==> config.mk <==
export PLATFORM = sky130hd
export DESIGN_NAME = gat_param_store
export DESIGN_NICKNAME = d
export VERILOG_FILES = /design/src/gat_dims_pkg.sv /design/src/gat_param_store.sv
export SDC_FILE = /design/constraint.sdc
export NUM_CORES = 1
export LEC_CHECK = 0
export ABC_AREA = 0
export BUFFER_PORTS_ARGS = -buffer_cell sky130_fd_sc_hd__buf_2
export CAP_MARGIN = 20
export CORE_ASPECT_RATIO = 1.25
export CORE_UTILIZATION = 45
export DETAILED_ROUTE_END_ITERATION = 12
export GPL_ROUTABILITY_DRIVEN = 0
export PLACE_DENSITY = 0.79
export SETUP_SLACK_MARGIN = 0.15
export SLEW_MARGIN = 10
export SYNTH_ARGS = -nofsm -noshare
export SYNTH_HDL_FRONTEND = slang
export SYNTH_SLANG_ARGS = --single-unit
==> constraint.sdc <==
create_clock -name clk -period 1.2 [get_ports clk]
set_clock_uncertainty 0.1 [all_clocks]
set_input_delay 0.3 -clock clk [delete_from_list [all_inputs] [get_ports clk]]
set_output_delay 0.3 -clock clk [all_outputs]
set_load 0.01 [all_outputs]
==> src/gat_dims_pkg.sv <==
package gat_dims_pkg;

  // Layer sizes
  localparam int NUM_FEAT_IN  = 4;
  localparam int NUM_FEAT_OUT = 4;
  localparam int IN_IDX_W     = $clog2(NUM_FEAT_IN);
  localparam int A_LEN        = 2 * NUM_FEAT_OUT;

  // Datapath widths
  localparam int DATA_W  = 8;
  localparam int WH_W    = 12;
  localparam int SCORE_W = 24;
  localparam int COEF_W  = 8;
  localparam int ACC_W   = 32;

  // Score to coefficient scaling
  localparam int COEF_SHIFT = 4;
  localparam int LEAK_SHIFT = 2;

  // Parameter map, W first and then a
  localparam int A_BASE       = 16;
  localparam int PARAM_DEPTH  = 24;
  localparam int PARAM_ADDR_W = $clog2(PARAM_DEPTH);

  typedef logic signed [DATA_W-1:0]  data_t;
  typedef logic signed [WH_W-1:0]    wh_t;
  typedef logic signed [SCORE_W-1:0] score_t;
  typedef logic signed [COEF_W-1:0]  coef_t;
  typedef logic signed [ACC_W-1:0]   acc_t;
  typedef logic [PARAM_ADDR_W-1:0]   param_addr_t;

  typedef data_t [NUM_FEAT_IN-1:0]  h_vec_t;
  typedef wh_t   [NUM_FEAT_OUT-1:0] wh_vec_t;
  typedef acc_t  [NUM_FEAT_OUT-1:0] feat_vec_t;
  typedef data_t [A_LEN-1:0]        a_vec_t;

  // Indexed as [output][input]
  typedef data_t [NUM_FEAT_OUT-1:0][NUM_FEAT_IN-1:0] w_mat_t;

endpackage

==> src/gat_param_store.sv <==
`timescale 1ns/1ps

module gat_param_store
  import gat_dims_pkg::*;
(
  input  logic        clk,
  input  logic        rst_n,
  input  logic        wgt_we_i,
  input  param_addr_t wgt_addr_i,
  input  data_t       wgt_data_i,
  output w_mat_t      w_mat_o,
  output a_vec_t      a_vec_o
);

  logic wr_ok;

  // Writes past the end of the map are dropped
  assign wr_ok = wgt_we_i && (wgt_addr_i < param_addr_t'(PARAM_DEPTH));

  always_ff @(posedge clk or negedge rst_n) begin
    if (!rst_n) begin
      w_mat_o <= '0;
    end else if (wr_ok) begin
      for (int o = 0; o < NUM_FEAT_OUT; o++) begin
        for (int i = 0; i < NUM_FEAT_IN; i++) begin
          if (wgt_addr_i == param_addr_t'(o * NUM_FEAT_IN + i)) begin
            w_mat_o[o][i] <= wgt_data_i;
          end
        end
      end
    end
  end

  // Attention vector, target half in the low entries
  always_ff @(posedge clk or negedge rst_n) begin
    if (!rst_n) begin
      a_vec_o <= '0;
    end else if (wr_ok) begin
      for (int k = 0; k < A_LEN; k++) begin
        if (wgt_addr_i == param_addr_t'(A_BASE + k)) begin
          a_vec_o[k] <= wgt_data_i;
        end
      end
    end
  end

endmodule

==> impl_results.md <==
* Startpoint types: flop
* DRT met1 WL at 10.01 mm
* Clock root buffer: clkbuf_16
* Maximum clock insertion buffer count at 2
* Synth Cell Area at 7320 sq um
* Fmax at 0.7098 GHz
* Initial antenna violation count at 0
* Crit path DAT at 1.01 ns
* IO buf count at 207
* Worst hold slack at 0.2786 ns
* RSZ-0062 raised after global routing: true
* # setup viols final at 295
* CTS sink count at 192
* Clock latency on the worst-skew pair at 0.42 ns
* Total global routing overflow at 0
* Switching power of the nets at 0.006138 W
* Post-layout net count at 871
* Max IR drop VDD at 1.175 mV
* Post-place setup slack at -0.5573 ns
* Crit path max fanout at 2
* Met3 routed WL at 1.331 mm
* Pwr Density at 1691 nW/um^2
* Syn_area_per_cell at 16.52 sq um
* Full die area at 16,780 sq um
* Max-slew violations at 0
* Count leader, synth: dfrtp_1
* Area leader, netlist: dfrtp_1
* Post-synth ARST share at 1.000
* CTS tree: yes
* Routed WL per cell at 23.24 um
* Area Overhead vs Synth at 68.02%
* Final hold vios at 0
* Slowest cell on crit path: dfrtp_1
* Final worst path period need at 1.409 ns
* DP Cell Count at 881
* Setup TNS at -34.51 ns
* Synth area leaders: dfrtp_1 66%, mux2_2 28%, mux2_1 1.1%
* Worst Path Buf+Inv at 1
* Top delay family on crit path: flip-flops
* Max stage delay on crit path at 0.42 ns
* Mapped Cells at 443
* Clock Pin Slew Worst Setup and Hold Paths at 0.07 ns
* Routed WL at 25.10 mm
* Synth top cells by count: 192 x dfrtp_1, 185 x mux2_2, 20 x clkbuf_1
* Synth Net Count at 459
* Comb power frac at 0.326
* Setup slack after layout at -0.2088 ns
* Internal power at 0.01466 W
* Status: finished with violations
* Max-Cap Viols at 0
* Vias/cell at 5.203
* Antenna cell count at 0
* First-pass GRT wire length at 33.33 mm
* Register area share after synthesis at 0.6564
* DIE HEIGHT at 144.6 um
* Max layer used: met4
* Initial Utilization at 0.4644
* Largest net degree at the start of global routing at 35
* Proportion of layout cells with a drive suffix above 1 at 0.7730
* Slew HR at 0.5259
* Via count at 5,619
* Failing checks: negative setup slack
* H-tree depth at 4
* CTS Buf Count at 17
* FF-to-FF path depth at 3
* Post-synth top area share at 0.6564
* CP required at 0.80 ns
* Io pins at 208
* Pleak at 6.431 nW
* Vias in the first global route at 5,819
* Area of the core at 15,760 sq um
* Cell Chain, Critical Path: buf_2
* Post-route antenna net violation count at 0
* Yosys cell types at 16
* Yosys reg bits at 192
* Fin util at 0.7803
* TritonRoute pass-1 iters at 4
* Crit Path Class: flop to output port
* Met2 wire length at 12.95 mm
* DRC errors left at 0
* Clock Power Share at 0.259
* Ys flop type: dfrtp_1
* Site Rows at 51
* Seq pwr share at 0.415
* Sw frac at 0.2952
* First DRT Iteration DRCs at 237
* Total track usage at 0.2716
* Crit. End Element: output port
* Final period util at 1.174
* Non-filler cells, final at 1,080
* Crit path depth at 1
* HP Class: input port to asynchronous set/reset pin
* Number of synthesis warnings at 0
* Number of synthesized flops with an enable pin at 0
* Die Wd at 116.1 um
* Worst-Margin Slew at 0.7112 ns
* Final HPWL DP at 13.09 mm
==> power groups by stage <==
stage,clock network (W),logic [W],registers [W]
final,0.00539,0.00678,0.00862
after global routing,0.00573,0.00714,0.00872
after CTS,0.00540,0.00566,0.00843
after detailed placement,0,0.00429,0.00858
after global placement,0,0.00417,0.00851
after floorplan,0,0.00177,0.00908
==> registers in the layout (all words and copies together) (netlist names) <==
name	cells
w_mat_o	128
a_vec_o	64
==> layout by cell type (no fill, tap or decap) <==
cell type and count:
inv_6 2, buf_2 142, nor2_4 9, clkbuf_16 17, nand2_8 12, inv_8 3, dfrtp_1 192, clkinv_4 5
buf_8 3, clkbuf_8 1, clkinvlp_4 4, nand4_1 1, nor4b_4 1, and4bb_4 3, nor2b_4 2, nand2b_4 2
clkinv_2 1, mux2_4 158, mux2_2 34, buf_4 168, buf_12 21, buf_6 79, nand4b_1 3, nor3_4 4
dlygate4sd3_1 1
==> worst paths after layout <==
path / startpoint / endpoint / slack (ns)
max: w_mat_o[121] / w_mat_o[121] / -0.21
min: rst_n / a_vec_o[45] / 0.28
max reg2reg: w_mat_o[126] / w_mat_o[126] / 0.03
min reg2reg: w_mat_o[71] / w_mat_o[71] / 0.40
max in group asynchronous: rst_n / w_mat_o[56] / 0.20
min in group clk: w_mat_o[71] / w_mat_o[71] / 0.40
==> metal layers <==
metal	GRT usage	vias up
met5	0	-
met3	0.06454	62
met1	0.3261	2958
met2	0.4627	218
met4	0.1188	0
li1	-	2381
==> stage by stage <==
stage | instance area (sq um) | power (W)
after floorplan | 8115 | 0.01086
after global placement | 9781 | 0.01267
after detailed placement | 9781 | 0.01288
after CTS | 11550 | 0.01950
after global routing | 12300 | 0.02159
final | 12300 | 0.02079
==> final cells by class <==
class | instances | area, sq um
Clock buffer | 17 | 425.4
Fill cell | 851 | 3463
Tap cell | 212 | 265.3
Multi-Input combinational cell | 229 | 3322
Timing Repair Buffer | 415 | 3351
Clock inverter | 15 | 130.1
Sequential cell | 192 | 4805
==> repair_timing <==
action,in CTS,in global routing
hold buffers,1,0
setup buffers,112,54
pin swaps,19,10
gates resized for setup,76,60
hold endpoints to repair,61,0
setup endpoints to repair,384,384
==> cell families after synthesis <==
logic type / count (synthesis) / synth area share
AND/OR/NAND/NOR: 37 / 0.03658
buffers and inverters: 22 / 0.01162
flip-flops: 192 / 0.6564
multiplexers: 192 / 0.2954
Note: power is estimated with default switching activity, not from simulation.
