[src/gat_dims_pkg.sv]
package gat_dims_pkg;

  // Layer sizes
  localparam int NUM_FEAT_IN  = 4;
  localparam int NUM_FEAT_OUT = 4;
  localparam int IN_IDX_W     = $clog2(NUM_FEAT_IN);
  localparam int A_LEN        = 2 * NUM_FEAT_OUT;

  // Datapath widths
  localparam int DATA_W  = 8;
  localparam int WH_W    = 12;
  localparam int SCORE_W = 24;
  localparam int COEF_W  = 8;
  localparam int ACC_W   = 32;

  // Score to coefficient scaling
  localparam int COEF_SHIFT = 4;
  localparam int LEAK_SHIFT = 2;

  // Parameter map, W first and then a
  localparam int A_BASE       = 16;
  localparam int PARAM_DEPTH  = 24;
  localparam int PARAM_ADDR_W = $clog2(PARAM_DEPTH);

  typedef logic signed [DATA_W-1:0]  data_t;
  typedef logic signed [WH_W-1:0]    wh_t;
  typedef logic signed [SCORE_W-1:0] score_t;
  typedef logic signed [COEF_W-1:0]  coef_t;
  typedef logic signed [ACC_W-1:0]   acc_t;
  typedef logic [PARAM_ADDR_W-1:0]   param_addr_t;

  typedef data_t [NUM_FEAT_IN-1:0]  h_vec_t;
  typedef wh_t   [NUM_FEAT_OUT-1:0] wh_vec_t;
  typedef acc_t  [NUM_FEAT_OUT-1:0] feat_vec_t;
  typedef data_t [A_LEN-1:0]        a_vec_t;

  // Indexed as [output][input]
  typedef data_t [NUM_FEAT_OUT-1:0][NUM_FEAT_IN-1:0] w_mat_t;

endpackage

[src/coef_unit.sv]
`timescale 1ns/1ps

module coef_unit
  import gat_dims_pkg::*;
(
  input  logic    clk,
  input  logic    rst_n,
  input  logic    wh_valid_i,
  output logic    wh_ready_o,
  input  wh_vec_t wh_vec_i,
  input  logic    wh_first_i,
  input  logic    wh_last_i,
  input  a_vec_t  a_vec_i,
  output logic    cf_valid_o,
  input  logic    cf_ready_i,
  output coef_t   cf_coef_o,
  output wh_vec_t cf_wh_o,
  output logic    cf_last_o
);

  score_t tgt_dot;
  score_t nbr_dot;
  score_t tgt_held;
  score_t score;
  score_t leaky;
  logic   take;

  function automatic coef_t sat_coef(input score_t v);
    score_t hi;
    score_t lo;
    hi = score_t'(2 ** (COEF_W - 1) - 1);
    lo = -score_t'(2 ** (COEF_W - 1));
    if (v > hi) begin
      return coef_t'(hi);
    end else if (v < lo) begin
      return coef_t'(lo);
    end
    return coef_t'(v);
  endfunction

  // Stage is full until downstream takes it
  assign wh_ready_o = !cf_valid_o || cf_ready_i;
  assign take       = wh_valid_i && wh_ready_o;

  always_comb begin
    tgt_dot = '0;
    nbr_dot = '0;
    for (int k = 0; k < NUM_FEAT_OUT; k++) begin
      tgt_dot = tgt_dot + $signed(wh_vec_i[k]) * $signed(a_vec_i[k]);
      nbr_dot = nbr_dot + $signed(wh_vec_i[k]) * $signed(a_vec_i[NUM_FEAT_OUT + k]);
    end
  end

  // Target node scores against itself before its product is stored
  assign score = (wh_first_i ? tgt_dot : tgt_held) + nbr_dot;

  // LeakyReLU folded into the output shift
  assign leaky = score[SCORE_W-1] ? (score >>> (COEF_SHIFT + LEAK_SHIFT))
                                  : (score >>> COEF_SHIFT);

  always_ff @(posedge clk or negedge rst_n) begin
    if (!rst_n) begin
      cf_valid_o <= 1'b0;
    end else if (take) begin
      cf_valid_o <= 1'b1;
    end else if (cf_ready_i) begin
      cf_valid_o <= 1'b0;
    end
  end

  always_ff @(posedge clk) begin
    if (take) begin
      cf_coef_o <= sat_coef(leaky);
      cf_wh_o   <= wh_vec_i;
      cf_last_o <= wh_last_i;
      if (wh_first_i) begin
        tgt_held <= tgt_dot;
      end
    end
  end

endmodule

[config.mk]
export PLATFORM = sky130hd
export DESIGN_NAME = coef_unit
export DESIGN_NICKNAME = d
export VERILOG_FILES = /design/src/gat_dims_pkg.sv /design/src/coef_unit.sv
export SDC_FILE = /design/constraint.sdc
export NUM_CORES = 2
export LEC_CHECK = 0
export BUFFER_PORTS_ARGS = -buffer_cell sky130_fd_sc_hd__buf_2
export CORE_ASPECT_RATIO = 1.2
export CORE_UTILIZATION = 35
export DETAILED_ROUTE_END_ITERATION = 7
export GPL_ROUTABILITY_DRIVEN = 0
export PLACE_DENSITY = 0.54
export SKIP_CTS_REPAIR_TIMING = 1
export SYNTH_ARGS = -nofsm -noshare
export SYNTH_HDL_FRONTEND = slang
export SYNTH_SLANG_ARGS = --single-unit
[constraint.sdc]
create_clock -name clk -period 10.4 [get_ports clk]
set_input_delay 1.04 -clock clk [delete_from_list [all_inputs] [get_ports clk]]
set_output_delay 1.04 -clock clk [all_outputs]
set_load 0.05 [all_outputs]
==> metrics.yaml <==
global_route:
  antenna_found_initial: 17
  grt_pass1_wl_um: 153000
  grt_util_all_layers_pct: 20.8
  grt_max_degree: 50
  grtUsageMet1_pct: 29.0
  grt-busiest-layer: "met2"
  grt_pass1_vias: 25400
  met3_usage_pct: 2.85
  overflow: 0
  use_met2_pct: 34.1
synth:
  synthTopCellsByArea: "fa_1 (55%), inv_1 (11%), ha_1 (7.9%), edfxtp_1 (7.1%), and2_1 (6.2%)"
  async_flop_share_pct: 1.22
  yosys-top-cells-count: "inv_1 (1007), fa_1 (932), nand2_1 (365)"
  syn_nets: 4690
  yosysUniqueCellTypes: 62
  synth_flop_cell: "edfxtp_1"
  yosysTopAreaCell: "fa_1"
  synth_top_area_share_pct: 54.8
  ys_warn_count: 0
  syn_area_mm2: 0.0341
  synth.most_common_cell: "inv_1"
  synth_edf_count: 81
  synth_seq_area_share_pct: 7.21
  synth_seq_cells: 82
  syn_inst: 3425
  syn_avg_cell_area_um2: 9.95
clock_network:
  root_buffer: "clkbuf_16"
  htree_num_levels: 3
  numCtsBuffers: 9
  clk_latency_ps: 450
  cts_tree: "built"
  clock_sinks: 82
  cts_max_path_buffers: 2
  clk_pin_slew_ps: 80
sta:
  worst_pin_slew_ps: 819
  slew-limit-headroom_pct: 45.4
  min_period_over_period_pct: 130
  slew_viol_final: 0
  setup_tns_ps: -24510
  hold_viol_final: 0
  report.final.setup_viol: 8
  skew_ps: 28.7
  period_needed_ps: 13510
  max_freq_mhz: 74.0
  grt_setup_unrepaired: "yes"
  worst_slack_ps: -3110
placed_design:
  dpl.hpwl_um: 88500
  post-place-ws_ps: -3830
  io_buffers: 176
outcome:
  status: "complete, but fails checks"
  violations: "negative setup slack"
setup_path:
  worstPathRequired_ps: 10580
  arrival_ps: 13690
  crit_fanout: 7
  rrSetupSlack_ps: 2540
  critPathSlowestCell: "fa_2"
  worstSetupPathType: "in -> reg"
  max_stage_delay_ps: 570
  worstSetupStartpointType: "input pin"
  end_kind: "register"
  path_common_cell: "fa_1"
die:
  die_y_um: 344
  io_pins: 177
  initial_utilization_pct: 35.3
  coreArea_mm2: 0.0967
  dieWidth_um: 287
  rows: 125
  die_area_mm2: 0.0986
layout:
  drive_above_1_share_pct: 18.2
  final_nets: 5082
  syn_to_final_growth_pct: 17.3
drt:
  antenna_left: 0
  post_drt_wl_per_cell_um: 18.9
  drt-total-wl_um: 96400
  vias: 23000
  drcViolationCount: 0
  drt_iter0_markers: 1068
  firstDrtPassIters: 5
  viasPerCell: 4.52
worst_hold_path:
  worstHoldPathType: "in -> async"
job:
  cap_violations: 0
kinds of logic after synthesis:
| family | count (synthesis) | share of synthesized area, % |
|---|---|---|
| fa+ha+maj | 1147 | 62.7 |
| flops | 82 | 7.21 |
| simple gates | 862 | 13.0 |
| xor+xnor | 59 | 1.54 |
| buf+inv | 1126 | 12.4 |
| mux | 19 | 0.588 |
| compound gates | 130 | 2.57 |
metal layers:
metal / share of wire (%) / up-vias
met5: 0.033 / -
met3: 4.0 / 77
met2: 48 / 365
met4: 2.4 / 6
met1: 46 / 12100
li1: - / 10500
final timing paths:
kind | startpoint | to | cells past startpoint
worst max-delay path | wh_vec_i[0] | cf_coef_o[6]$_DFFE_PP_ | 51
worst min-delay path | rst_n | cf_valid_o$_DFFE_PN0P_ | 1
worst max register to register | tgt_held[5]$_DFFE_PP_ | cf_coef_o[6]$_DFFE_PP_ | 28
worst min register to register | cf_valid_o$_DFFE_PN0P_ | cf_valid_o$_DFFE_PN0P_ | 2
max in group asynchronous | rst_n | cf_valid_o$_DFFE_PN0P_ | 1
min in group clk | cf_valid_o$_DFFE_PN0P_ | cf_valid_o$_DFFE_PN0P_ | 2
state kept, by name, indices dropped and copies added (netlist names):
register,flops
cf_coef_o,8
cf_last_o,1
cf_valid_o,1
cf_wh_o,48
tgt_held,24
layout by cell type, fill, tap and decap left out, types with 23 or more instances in the layout:
cell type,n
a21oi_1,26
and2_1,322
buf_2,130
buf_4,320
buf_6,28
edfxtp_1,81
fa_1,910
ha_1,192
inv_1,972
inv_2,35
nand2_1,354
nand2b_1,71
nor2b_1,23
xnor2_1,36
through the flow:
step	cells	area [um^2]	hold slack, ps	util, %
6_report	5097	40000	371	41.3
5_1_grt	5096	40000	352	41.3
4_1_cts	5068	39000	329	40.3
3_5_place_dp	5052	38700	523	40.0
3_3_place_gp	5052	38700	510	40.0
2_1_floorplan	3425	34400	526	-
layout make-up:
class,count,area [um^2]
fill,9540,56700
multi-input combinational,2217,28100
inverter,1007,3780
timing repair buffer,500,3660
sequential,82,2460
tap,1270,1590
clock buffer,10,239
clock inverter,6,77.6
antenna,5,12.5
critical path, delay by kind of cell:
| family | cells | cell delay (ps) |
|---|---|---|
| AOI/OAI and AO/OA | 10 | 1610 |
| adders and majority gates | 18 | 8400 |
| muxes | 1 | 290 |
| buffers and inverters | 15 | 1150 |
| and+or+nand+nor | 5 | 970 |
| xor gates and xnor gates | 2 | 240 |
Power is left out: the tool's default activity adds up to more than one toggle a clock period on the data nets, which glitch-free logic cannot reach.
