==> src/gat_ctrl_pkg.sv <==
package gat_ctrl_pkg;

  // Node intake handshake
  typedef enum logic [1:0] {
    IN_IDLE,
    IN_COMPUTE,
    IN_ACK_WAIT
  } intake_state_t;

  // Feature output handshake
  typedef enum logic [1:0] {
    OUT_ACCUM,
    OUT_REQ_HIGH,
    OUT_ACK_LOW
  } out_state_t;

endpackage

==> src/gat_dims_pkg.sv <==
package gat_dims_pkg;

  // Layer sizes
  localparam int NUM_FEAT_IN  = 4;
  localparam int NUM_FEAT_OUT = 4;
  localparam int IN_IDX_W     = $clog2(NUM_FEAT_IN);
  localparam int A_LEN        = 2 * NUM_FEAT_OUT;

  // Datapath widths
  localparam int DATA_W  = 8;
  localparam int WH_W    = 12;
  localparam int SCORE_W = 24;
  localparam int COEF_W  = 8;
  localparam int ACC_W   = 32;

  // Score to coefficient scaling
  localparam int COEF_SHIFT = 4;
  localparam int LEAK_SHIFT = 2;

  // Parameter map, W first and then a
  localparam int A_BASE       = 16;
  localparam int PARAM_DEPTH  = 24;
  localparam int PARAM_ADDR_W = $clog2(PARAM_DEPTH);

  typedef logic signed [DATA_W-1:0]  data_t;
  typedef logic signed [WH_W-1:0]    wh_t;
  typedef logic signed [SCORE_W-1:0] score_t;
  typedef logic signed [COEF_W-1:0]  coef_t;
  typedef logic signed [ACC_W-1:0]   acc_t;
  typedef logic [PARAM_ADDR_W-1:0]   param_addr_t;

  typedef data_t [NUM_FEAT_IN-1:0]  h_vec_t;
  typedef wh_t   [NUM_FEAT_OUT-1:0] wh_vec_t;
  typedef acc_t  [NUM_FEAT_OUT-1:0] feat_vec_t;
  typedef data_t [A_LEN-1:0]        a_vec_t;

  // Indexed as [output][input]
  typedef data_t [NUM_FEAT_OUT-1:0][NUM_FEAT_IN-1:0] w_mat_t;

endpackage

==> src/aggregator.sv <==
`timescale 1ns/1ps

module aggregator
  import gat_dims_pkg::*;
  import gat_ctrl_pkg::*;
(
  input  logic      clk,
  input  logic      rst_n,
  input  logic      cf_valid_i,
  output logic      cf_ready_o,
  input  coef_t     cf_coef_i,
  input  wh_vec_t   cf_wh_i,
  input  logic      cf_last_i,
  output logic      feat_req_o,
  input  logic      feat_ack_i,
  output feat_vec_t feat_o
);

  out_state_t state;
  acc_t       acc_q   [NUM_FEAT_OUT];
  acc_t       acc_nxt [NUM_FEAT_OUT];
  logic       take;

  // No intake while a finished vector is being handed out
  assign cf_ready_o = (state == OUT_ACCUM);
  assign feat_req_o = (state == OUT_REQ_HIGH);
  assign take       = cf_valid_i && cf_ready_o;

  always_comb begin
    for (int o = 0; o < NUM_FEAT_OUT; o++) begin
      acc_nxt[o] = acc_q[o] + $signed(cf_coef_i) * $signed(cf_wh_i[o]);
    end
  end

  always_ff @(posedge clk or negedge rst_n) begin
    if (!rst_n) begin
      state <= OUT_ACCUM;
      for (int o = 0; o < NUM_FEAT_OUT; o++) begin
        acc_q[o] <= '0;
      end
    end else begin
      case (state)
        OUT_ACCUM: begin
          if (take) begin
            for (int o = 0; o < NUM_FEAT_OUT; o++) begin
              acc_q[o] <= cf_last_i ? '0 : acc_nxt[o];
            end
            if (cf_last_i) begin
              state <= OUT_REQ_HIGH;
            end
          end
        end
        OUT_REQ_HIGH: begin
          if (feat_ack_i) begin
            state <= OUT_ACK_LOW;
          end
        end
        OUT_ACK_LOW: begin
          if (!feat_ack_i) begin
            state <= OUT_ACCUM;
          end
        end
        default: state <= OUT_ACCUM;
      endcase
    end
  end

  // Result held stable through the whole output handshake
  always_ff @(posedge clk) begin
    if (take && cf_last_i) begin
      for (int o = 0; o < NUM_FEAT_OUT; o++) begin
        feat_o[o] <= acc_nxt[o];
      end
    end
  end

endmodule

==> config.mk <==
export PLATFORM = sky130hd
export DESIGN_NAME = aggregator
export DESIGN_NICKNAME = d
export VERILOG_FILES = /design/src/gat_ctrl_pkg.sv /design/src/gat_dims_pkg.sv /design/src/aggregator.sv
export SDC_FILE = /design/constraint.sdc
export NUM_CORES = 2
export LEC_CHECK = 0
export BUFFER_PORTS_ARGS = -buffer_cell sky130_fd_sc_hd__clkbuf_2
export CAP_MARGIN = 5
export CELL_PAD_IN_SITES_DETAIL_PLACEMENT = 1
export CELL_PAD_IN_SITES_GLOBAL_PLACEMENT = 2
export CORE_ASPECT_RATIO = 0.8
export CORE_UTILIZATION = 40
export CTS_CLUSTER_SIZE = 20
export DETAILED_ROUTE_END_ITERATION = 12
export HOLD_SLACK_MARGIN = 0.06
export PLACE_DENSITY = 0.76
export SETUP_SLACK_MARGIN = 0.02
export SKIP_CTS_REPAIR_TIMING = 1
export SLEW_MARGIN = 20
export SYNTH_ARGS = -nofsm -noshare
export SYNTH_HDL_FRONTEND = slang
export SYNTH_SLANG_ARGS = --single-unit
export TNS_END_PERCENT = 5
==> constraint.sdc <==
create_clock -name clk -period 8 [get_ports clk]
set_input_delay 1.2 -clock clk [delete_from_list [all_inputs] [get_ports clk]]
set_output_delay 1.2 -clock clk [all_outputs]
set_load 0.005 [all_outputs]
==> results.cfg <==
[critical_path]
crit_cells = 17
cpPeakStageDelay_ps = 800
end_kind = register
critPathSlowestCell = fa_1
path_cells = clkbuf_2 -> nand2_1 -> fa_1 -> fa_1 -> inv_1 -> fa_1 -> fa_1 -> ha_1 -> ha_1 -> a21oi_1 -> o21ai_0 -> a2111oi_0 -> a211o_1 -> o21a_1 -> o21ai_0 -> xor2_1 -> a22o_1
critPathRequiredTime_ps = 8450
critPathBufInv = 2
reg2reg_depth = 20
cp-start-kind = input pin
path_class = input pin to register
crit_family = adder cells
crit_top_cell = fa_1
cp_max_fo = 35
worstPathArrival_ps = 7550

[floorplanning]
core_area_um2 = 77400
ios = 191
die_x_um = 316
die_h_um = 253
initial_utilization = 0.406
dieArea_um2 = 79800
row_count = 91

[logic_synthesis]
syn_inst = 2804
syn_area_per_cell_um2 = 11.2
ys_types = 61
yosys_warnings = 0
synth-main-ff-cell = dfrtp_1
synthTopCellsByArea = fa_1 (38%), edfxtp_1 (12%), ha_1 (11%)
synth.net_count = 3737
synth_seq_area_share = 0.226
synth_top_area_cell = fa_1
syn-cell-area_um2 = 31500
synth_top_area_frac = 0.377
synth_edf_count = 128
async_reset_ff_frac = 0.504
synth-seq-cells = 258

[clock_tree]
htree_levels = 2
cts.sinks = 258
ctsRootBufferMaster = clkbuf_16
clk_path_buf_depth = 3
clk_pin_slew_ps = 60
clk_latency_ps = 570
cts_made_buffers = 34
cts_tree = built

[routing]
vias = 21014
drt-initial-drc-count = 923
dr.pass1.iters = 11
drc = 30
routed_wl_um = 83700
wire_per_inst_um = 20.6
drtAntennaViolNets = 0
avgViaCountPerCell = 5.18

[placement]
dp_hpwl_um = 65900
postPlaceCellArea_um2 = 33800
io_buffers = 190
gp_congestion = 0.844
place_ws_ps = 372

[sta]
slew_violations = 0
relSlewSlack = 0.347
fin_tns_setup_ps = 0
finalSetupViolations = 0
finClkSkew_ps = 20.8
worst_slew_pin_slew_ps = 980
fin_ws_ps = 897
max_freq_mhz = 141
rsz0062_at_grt = false
finalHoldViolCount = 0
fin_crit_ps = 7100
fin_crit_sh = 0.888
whs_ps = 490

[cells_and_area]
nets = 3933
stdcell_area_um2 = 35000
layout_common_cells = fa_1 (592), inv_1 (443), ha_1 (280)
final_layout_size_suffix_gt1_frac = 0.0982
ff_latch_area_um2 = 7100
multiInputGateArea_um2 = 22400
syn_to_final_growth_pct = 11.3
nFillCells = 8450
final_common_cell = fa_1

[min_path]
worstHoldPathCells = 2
hp-class = register to register

[status]
violations = design-rule violations
status = finished with violations

[global_routing]
grt_first_pass_wirelength_um = 137000
grt_pass1_vias = 24152
grt_max_degree = 129
overflow = 0
antenna_found_initial = 13
grt_usage = 0.223

[flow_run]
cap_violations = 0
## layout make-up
| type | instances | share of cell area |
|---|---|---|
| inverters | 444 | 0.0476 |
| well taps | 1023 | 0.0365 |
| clock inverters | 17 | 0.00682 |
| clock buffers | 43 | 0.0264 |
| multi-input cells | 2029 | 0.641 |
| diodes | 8 | 0.000572 |
| repair buffers | 233 | 0.0387 |
| flip-flops and latches | 258 | 0.203 |
## worst paths after layout
| kind | startpoint | to | slack, ps |
|---|---|---|---|
| worst max-delay path | cf_coef_i[3] | acc_q[29]$_DFFE_PN0P_ | 900 |
| worst min-delay path | acc_q[66]$_DFFE_PN0P_ | acc_q[66]$_DFFE_PN0P_ | 490 |
| worst max register to register | acc_q[68]$_DFFE_PN0P_ | acc_q[94]$_DFFE_PN0P_ | 2130 |
| worst min register to register | acc_q[66]$_DFFE_PN0P_ | acc_q[66]$_DFFE_PN0P_ | 490 |
| max in group asynchronous | rst_n | acc_q[122]$_DFFE_PN0P_ | 5800 |
| min in group asynchronous | rst_n | acc_q[72]$_DFFE_PN0P_ | 740 |
## worst register-to-register path: cells and delay by family, from the launching register on
kind	cells	cell delay [ps]
AOI/OAI and AO/OA	8	2320
xor gates and xnor gates	1	100
adders and majority gates	7	2750
buffers and inverters	4	180
DFF	1	400
## synthesized netlist by cell type (all sizes together), types with 2 or more instances
library cell	n
a2111oi	3
a211o	2
a211oi	11
a21boi	3
a21o	58
a21oi	80
a221oi	3
a22o	97
a22oi	3
a31oi	18
a41o	3
and2	209
and3	7
buf	5
clkbuf	68
dfrtp	130
edfxtp	128
fa	592
ha	280
inv	443
nand2	241
nand2b	14
nand3	13
nand3b	2
nand4	8
nor2	84
nor2b	8
nor3	10
nor4	2
nor4b	2
o2111ai	2
o211a	3
o211ai	6
o21a	15
o21ai	75
o21bai	16
o22ai	2
o31ai	8
or2	2
or3	3
xnor2	93
xor2	36
## registers in the layout, indices dropped and copies added, names as in the netlist
| signal | flops |
|---|---|
| state | 2 |
| acc_q | 128 |
| feat_o | 128 |
## stage by stage
step | std cells | util
after floorplan | 2804 | -
after CTS | 4047 | 0.452
final | 4055 | 0.452
after detailed placement | 3987 | 0.437
after global placement | 3987 | 0.437
after global routing | 4054 | 0.452
## cells by family after synthesis
kind of cell | count (synthesis) | synth area share
AOI/OAI and AO/OA | 419 | 0.0935
xor gates and xnor gates | 129 | 0.0359
adders and majority gates | 872 | 0.488
DFF | 258 | 0.226
and+or+nand+nor | 608 | 0.0947
buffers and inverters | 517 | 0.0617
muxes | 1 | 0.000318
## per-layer routing
metal / part of all wire / global-route usage / vias up
met1: 0.46 / 0.312 / 11131
met2: 0.48 / 0.362 / 335
met5: 0.00088 / 0 / -
li1: - / - / 9456
met4: 0.018 / 0.0541 / 10
met3: 0.044 / 0.0356 / 82
Power is left out: the tool's default activity adds up to more than one toggle a clock period on the data nets, which glitch-free logic cannot reach.
