**src/gat_ctrl_pkg.sv**
```systemverilog
package gat_ctrl_pkg;

  // Node intake handshake
  typedef enum logic [1:0] {
    IN_IDLE,
    IN_COMPUTE,
    IN_ACK_WAIT
  } intake_state_t;

  // Feature output handshake
  typedef enum logic [1:0] {
    OUT_ACCUM,
    OUT_REQ_HIGH,
    OUT_ACK_LOW
  } out_state_t;

endpackage

```
**src/gat_dims_pkg.sv**
```systemverilog
package gat_dims_pkg;

  // Layer sizes
  localparam int NUM_FEAT_IN  = 4;
  localparam int NUM_FEAT_OUT = 4;
  localparam int IN_IDX_W     = $clog2(NUM_FEAT_IN);
  localparam int A_LEN        = 2 * NUM_FEAT_OUT;

  // Datapath widths
  localparam int DATA_W  = 8;
  localparam int WH_W    = 12;
  localparam int SCORE_W = 24;
  localparam int COEF_W  = 8;
  localparam int ACC_W   = 32;

  // Score to coefficient scaling
  localparam int COEF_SHIFT = 4;
  localparam int LEAK_SHIFT = 2;

  // Parameter map, W first and then a
  localparam int A_BASE       = 16;
  localparam int PARAM_DEPTH  = 24;
  localparam int PARAM_ADDR_W = $clog2(PARAM_DEPTH);

  typedef logic signed [DATA_W-1:0]  data_t;
  typedef logic signed [WH_W-1:0]    wh_t;
  typedef logic signed [SCORE_W-1:0] score_t;
  typedef logic signed [COEF_W-1:0]  coef_t;
  typedef logic signed [ACC_W-1:0]   acc_t;
  typedef logic [PARAM_ADDR_W-1:0]   param_addr_t;

  typedef data_t [NUM_FEAT_IN-1:0]  h_vec_t;
  typedef wh_t   [NUM_FEAT_OUT-1:0] wh_vec_t;
  typedef acc_t  [NUM_FEAT_OUT-1:0] feat_vec_t;
  typedef data_t [A_LEN-1:0]        a_vec_t;

  // Indexed as [output][input]
  typedef data_t [NUM_FEAT_OUT-1:0][NUM_FEAT_IN-1:0] w_mat_t;

endpackage

```
**src/wh_engine.sv**
```systemverilog
`timescale 1ns/1ps

module wh_engine
  import gat_dims_pkg::*;
  import gat_ctrl_pkg::*;
(
  input  logic    clk,
  input  logic    rst_n,
  input  logic    node_req_i,
  input  h_vec_t  node_feat_i,
  input  logic    node_last_i,
  output logic    node_ack_o,
  input  w_mat_t  w_mat_i,
  output logic    wh_valid_o,
  input  logic    wh_ready_i,
  output wh_vec_t wh_vec_o,
  output logic    wh_first_o,
  output logic    wh_last_o
);

  intake_state_t       state;
  h_vec_t              h_q;
  logic [IN_IDX_W-1:0] in_idx;
  score_t              mac_q   [NUM_FEAT_OUT];
  score_t              mac_nxt [NUM_FEAT_OUT];
  logic                first_pending;
  logic                capture;
  logic                last_step;
  logic                handoff;

  function automatic wh_t sat_wh(input score_t v);
    score_t hi;
    score_t lo;
    hi = score_t'(2 ** (WH_W - 1) - 1);
    lo = -score_t'(2 ** (WH_W - 1));
    if (v > hi) begin
      return wh_t'(hi);
    end else if (v < lo) begin
      return wh_t'(lo);
    end
    return wh_t'(v);
  endfunction

  assign capture   = (state == IN_IDLE) && node_req_i;
  assign last_step = (state == IN_COMPUTE) && (in_idx == IN_IDX_W'(NUM_FEAT_IN - 1));
  assign handoff   = wh_valid_o && wh_ready_i;

  // One input feature against one column of W per cycle
  always_comb begin
    for (int o = 0; o < NUM_FEAT_OUT; o++) begin
      mac_nxt[o] = mac_q[o] + $signed(h_q[in_idx]) * $signed(w_mat_i[o][in_idx]);
    end
  end

  always_ff @(posedge clk or negedge rst_n) begin
    if (!rst_n) begin
      state         <= IN_IDLE;
      node_ack_o    <= 1'b0;
      wh_valid_o    <= 1'b0;
      in_idx        <= '0;
      first_pending <= 1'b1;
    end else begin
      if (handoff) begin
        wh_valid_o <= 1'b0;
      end
      // Host dropped req, close the four-phase cycle
      if (node_ack_o && !node_req_i) begin
        node_ack_o <= 1'b0;
      end
      case (state)
        IN_IDLE: begin
          if (node_req_i) begin
            node_ack_o    <= 1'b1;
            in_idx        <= '0;
            first_pending <= node_last_i;
            state         <= IN_COMPUTE;
          end
        end
        IN_COMPUTE: begin
          in_idx <= in_idx + 1'b1;
          if (last_step) begin
            wh_valid_o <= 1'b1;
            state      <= IN_ACK_WAIT;
          end
        end
        IN_ACK_WAIT: begin
          // Needs ack low and the result taken downstream
          if (!node_ack_o && (!wh_valid_o || handoff)) begin
            state <= IN_IDLE;
          end
        end
        default: state <= IN_IDLE;
      endcase
    end
  end

  always_ff @(posedge clk) begin
    if (capture) begin
      h_q        <= node_feat_i;
      wh_first_o <= first_pending;
      wh_last_o  <= node_last_i;
      for (int o = 0; o < NUM_FEAT_OUT; o++) begin
        mac_q[o] <= '0;
      end
    end else if (state == IN_COMPUTE) begin
      for (int o = 0; o < NUM_FEAT_OUT; o++) begin
        mac_q[o] <= mac_nxt[o];
      end
      if (last_step) begin
        for (int o = 0; o < NUM_FEAT_OUT; o++) begin
          wh_vec_o[o] <= sat_wh(mac_nxt[o]);
        end
      end
    end
  end

endmodule
```
**config.mk**
```make
export PLATFORM = sky130hd
export DESIGN_NAME = wh_engine
export DESIGN_NICKNAME = d
export VERILOG_FILES = /design/src/gat_ctrl_pkg.sv /design/src/gat_dims_pkg.sv /design/src/wh_engine.sv
export SDC_FILE = /design/constraint.sdc
export NUM_CORES = 1
export LEC_CHECK = 0
export BUFFER_PORTS_ARGS = -buffer_cell sky130_fd_sc_hd__buf_2
export CAP_MARGIN = 20
export CORE_MARGIN = 2
export CORE_UTILIZATION = 40
export DETAILED_ROUTE_END_ITERATION = 10
export GPL_ROUTABILITY_DRIVEN = 0
export REMOVE_ABC_BUFFERS = 1
export SLEW_MARGIN = 10
export SYNTH_ARGS = -nofsm -noshare
export SYNTH_HDL_FRONTEND = slang
export SYNTH_SLANG_ARGS = --single-unit
```
**constraint.sdc**
```tcl
create_clock -name clk -period 11.42 [get_ports clk]
set_input_delay 2.284 -clock clk [delete_from_list [all_inputs] [get_ports clk]]
set_output_delay 2.284 -clock clk [all_outputs]
set_load 0.01 [all_outputs]
```
==> impl_summary.txt <==
----------------------------------------------------
[Final layout]
  Top library cells by usage in the layout, fill and taps aside ... sky130_fd_sc_hd__inv_1, sky130_fd_sc_hd__fa_1, sky130_fd_sc_hd__ha_1, sky130_fd_sc_hd__buf_2, sky130_fd_sc_hd__nor2_1
  Number of inserted filler cells in the final layout ... around 6000
  Area of all sequential standard cells ... 0.005529 mm2
  Signed area change from the synthesized netlist to the final layout ... 10.92%
  Share of final-layout standard cells stronger than drive strength 1 ... 14.01%
  Area occupied by multi-input gates ... 0.01751 mm2
  Inserted Diodes ... 0
  Final net count ... roughly 3400
  Most common library cell in the layout ignoring fill and taps ... sky130_fd_sc_hd__inv_1

[Floorplan]
  Placeable core region ... 0.06171 mm2
  Site row count ... 91
  Horizontal die dimension ... between 200 and 300 um
  Initial core utilization ... 40.44%
  Die Ht ... ~250 um
  Number of top-level pins ... about 220
  Total die area ... ~0.064 mm2

[Timing]
  Final number of setup-violating endpoints ... 0
  Fin Setup TNS ... 0 ns
  Hold Violations, Final ... 0
  Hold WS ... roughly 0.47 ns
  Max Transition Viols Final ... 0
  Setup repair after global routing missed its margin ... false
  Worst setup skew after layout ... ~0.014 ns
  Period utilisation layout ... a little under 80%
  Clock period minus worst slack ... ~9.1 ns
  Upper clock frequency limit ... 110.4 MHz
  Final worst setup slack ... about 2.4 ns
  Normalized max-slew margin ... a little over a quarter
  Least-Margin Pin Slew ... 1.089 ns

[Route]
  Detail-routed via count per cell ... just over 5
  Starting DRT DRC Count ... 851
  Count of vias placed by the detailed router ... 17490
  Antenna Nets Post-Route ... 0
  Router iterations before antenna repair ... 5
  Residual DRC ... 0
  Post-detailed-routing wire length ... a little over 60 mm
  Average routed wire per standard cell ... 17.62 um

[Setup path]
  Largest stage delay, worst path ... 0.78 ns
  Startpoint class of the critical path ... primary input
  Cell chain of the critical path ... buf_2, mux4_2, and2_1, fa_1, inv_1, fa_1, inv_1, fa_1, fa_1, ha_1, ha_1, nand3_1, or2_2, a211oi_2, o41a_1, nor2_1, o21bai_1, mux2_2, o41ai_2, o21ai_0
  Type of the worst setup path ... in -> reg
  Max Fanout on Critical Path ... 16
  Data arrival time of the worst path ... slightly above 9 ns
  Most frequent cell on the critical path ... sky130_fd_sc_hd__fa_1
  Startpoint of the worst-slack reg-to-reg timing path ... in_idx[0]
  Data required, critical path ... 11.64 ns
  Critical path's slowest cell ... sky130_fd_sc_hd__o41ai_2
  CP Launch Point ... w_mat_i[89]
  Nature of the critical path endpoint ... flip-flop
  CP Buf/Inv Count ... 3
  Crit-path leading delay family ... adder cells

[GRT]
  Number of antenna violations at the first check in global routing ... 1
  Total congestion overflow after global routing ... 0
  Global-route wire length before repair ... between 90 and 100 mm
  Pin count of the biggest net entering global routing ... 73
  Number of global-route vias before repair ... between 15000 and 20000
  Overall Global Routing Usage ... around a fifth

[Clock tree]
  # H-tree levels ... 4
  CTS sink cnt ... about 190
  Number of setup buffers added after CTS ... 0
  Clk Latency, worst-skew pair ... approximately 0.51 ns
  Cts bufs inserted ... 17
  Maximum clock insertion buffer count ... 2
  Resized Gates After CTS ... 0
  Cell at the root of the clock tree ... sky130_fd_sc_hd__clkbuf_16
  Worst-path clk slew ... 0.09 ns
  Number of buffers added to fix hold violations after cts ... 0
  TritonCTS clock tree ... done

[Synth]
  Most used flip-flop cell after synthesis ... sky130_fd_sc_hd__edfxtp_1
  Distinct cell type count after synthesis ... 74
  Mapped cell area ... 0.02496 mm2
  Cells after synthesis ... between 2000 and 2500
  EDFF count, synth ... 178
  Post-synthesis sequential area ratio ... between 20% and 30%
  Yosys reg bits ... about 190
  Total number of yosys warnings ... 0
  Mean instance size in the synthesized netlist ... approximately 11 um2
  Async set or reset register ratio after synthesis ... 3.784%

[Job]
  MaxCap Viol Count ... 0

[Worst hold path]
  Min-delay worst type ... reg -> reg
  Worst hold path startpoint ... first_pending

[Status]
  Result of the run ... completed

[Place]
  Final HPWL from detailed placement ... approximately 48 mm
  Number of input and output port buffers inserted ... 216
  Setup slack at placement ... roughly 1.8 ns

----------------------------------------------------
[synthesized netlist by cell type, types with 26 or more instances]
library cell               count  area share, %
sky130_fd_sc_hd__ha_1        217             11
sky130_fd_sc_hd__a21o_1       26           0.78
sky130_fd_sc_hd__and2_1       67            1.7
sky130_fd_sc_hd__nor2_1      198            3.0
sky130_fd_sc_hd__inv_1       455            6.8
sky130_fd_sc_hd__nand2_1     154            2.3
sky130_fd_sc_hd__a21oi_1      71            1.4
sky130_fd_sc_hd__xor2_1       31            1.1
sky130_fd_sc_hd__edfxtp_1    178             21
sky130_fd_sc_hd__fa_1        416             33
sky130_fd_sc_hd__clkbuf_1     43           0.65
sky130_fd_sc_hd__xnor2_1      47            1.6
sky130_fd_sc_hd__nor3_1       29           0.58
sky130_fd_sc_hd__o21ai_1      26           0.52
sky130_fd_sc_hd__o21ai_0      57            1.1
[area by class of cell]
class                   count  share of cell area, %
inverters                 455                  6.169
repair buffers            244                  4.655
flip-flops and latches    185                  19.97
well taps                 837                  3.783
clock buffers              17                  1.537
multi-input cells        1675                  63.24
clock inverters            15                 0.6417
[worst reg2reg max path, delay by kind of cell (launching register included)]
family                     cells  cell delay, ns
AOI/OAI and AO/OA              5            1.79
adders and majority gates      6            2.74
buffers and inverters          2            0.14
DFF                            1            1.04
muxes                          2            1.27
and+or+nand+nor                4            1.50
[worst paths after layout]
kind | endpoint | slack, ns | cells after the start
min in group asynchronous | wh_valid_o | 1.59 | 1
worst min-delay path | first_pending | 0.47 | 2
worst max-delay path | wh_vec_o[28] | 2.36 | 20
worst max register to register | wh_vec_o[28] | 2.65 | 19
worst min register to register | first_pending | 0.47 | 2
max in group asynchronous | first_pending | 9.60 | 1
[sequential cells by signal, indices dropped and copies added, names as in the netlist]
| name | cells |
|---|---|
| state | 2 |
| wh_valid_o | 1 |
| wh_vec_o | 48 |
| wh_last_o | 1 |
| first_pending | 1 |
| h_q | 32 |
| in_idx | 2 |
| mac_q | 96 |
| wh_first_o | 1 |
| node_ack_o | 1 |
[layer usage]
metal	track usage [%]	up-vias	part of all wire, %
li1	-	8163	-
met2	32.33	450	47
met4	6.000	0	2.0
met5	0	-	0
met1	27.72	8810	46
met3	2.899	69	4.7
[through the flow]
stage / instance area, um2 / instances / util [%]
final: 27690 / 3428 / 44.86
after global routing: 27690 / 3428 / 44.86
after CTS: 27670 / 3425 / 44.83
after detailed placement: 27060 / 3393 / 43.85
after global placement: 27050 / 3392 / 43.84
after floorplan: 24720 / 2315 / -
[cell families (layout without fill, tap and decap cells)]
family	count (synthesis)	in the layout	synth area share, %
simple gates	587	587	11.16
compound gates	313	313	8.302
flops	185	185	22.12
xor+xnor	78	78	2.737
mux	64	64	3.634
fa+ha+maj	633	633	44.25
buf+inv	514	731	7.800
Power is not shown: default switching activity piles up to over one toggle a cycle in this logic, so the estimate is an artifact.
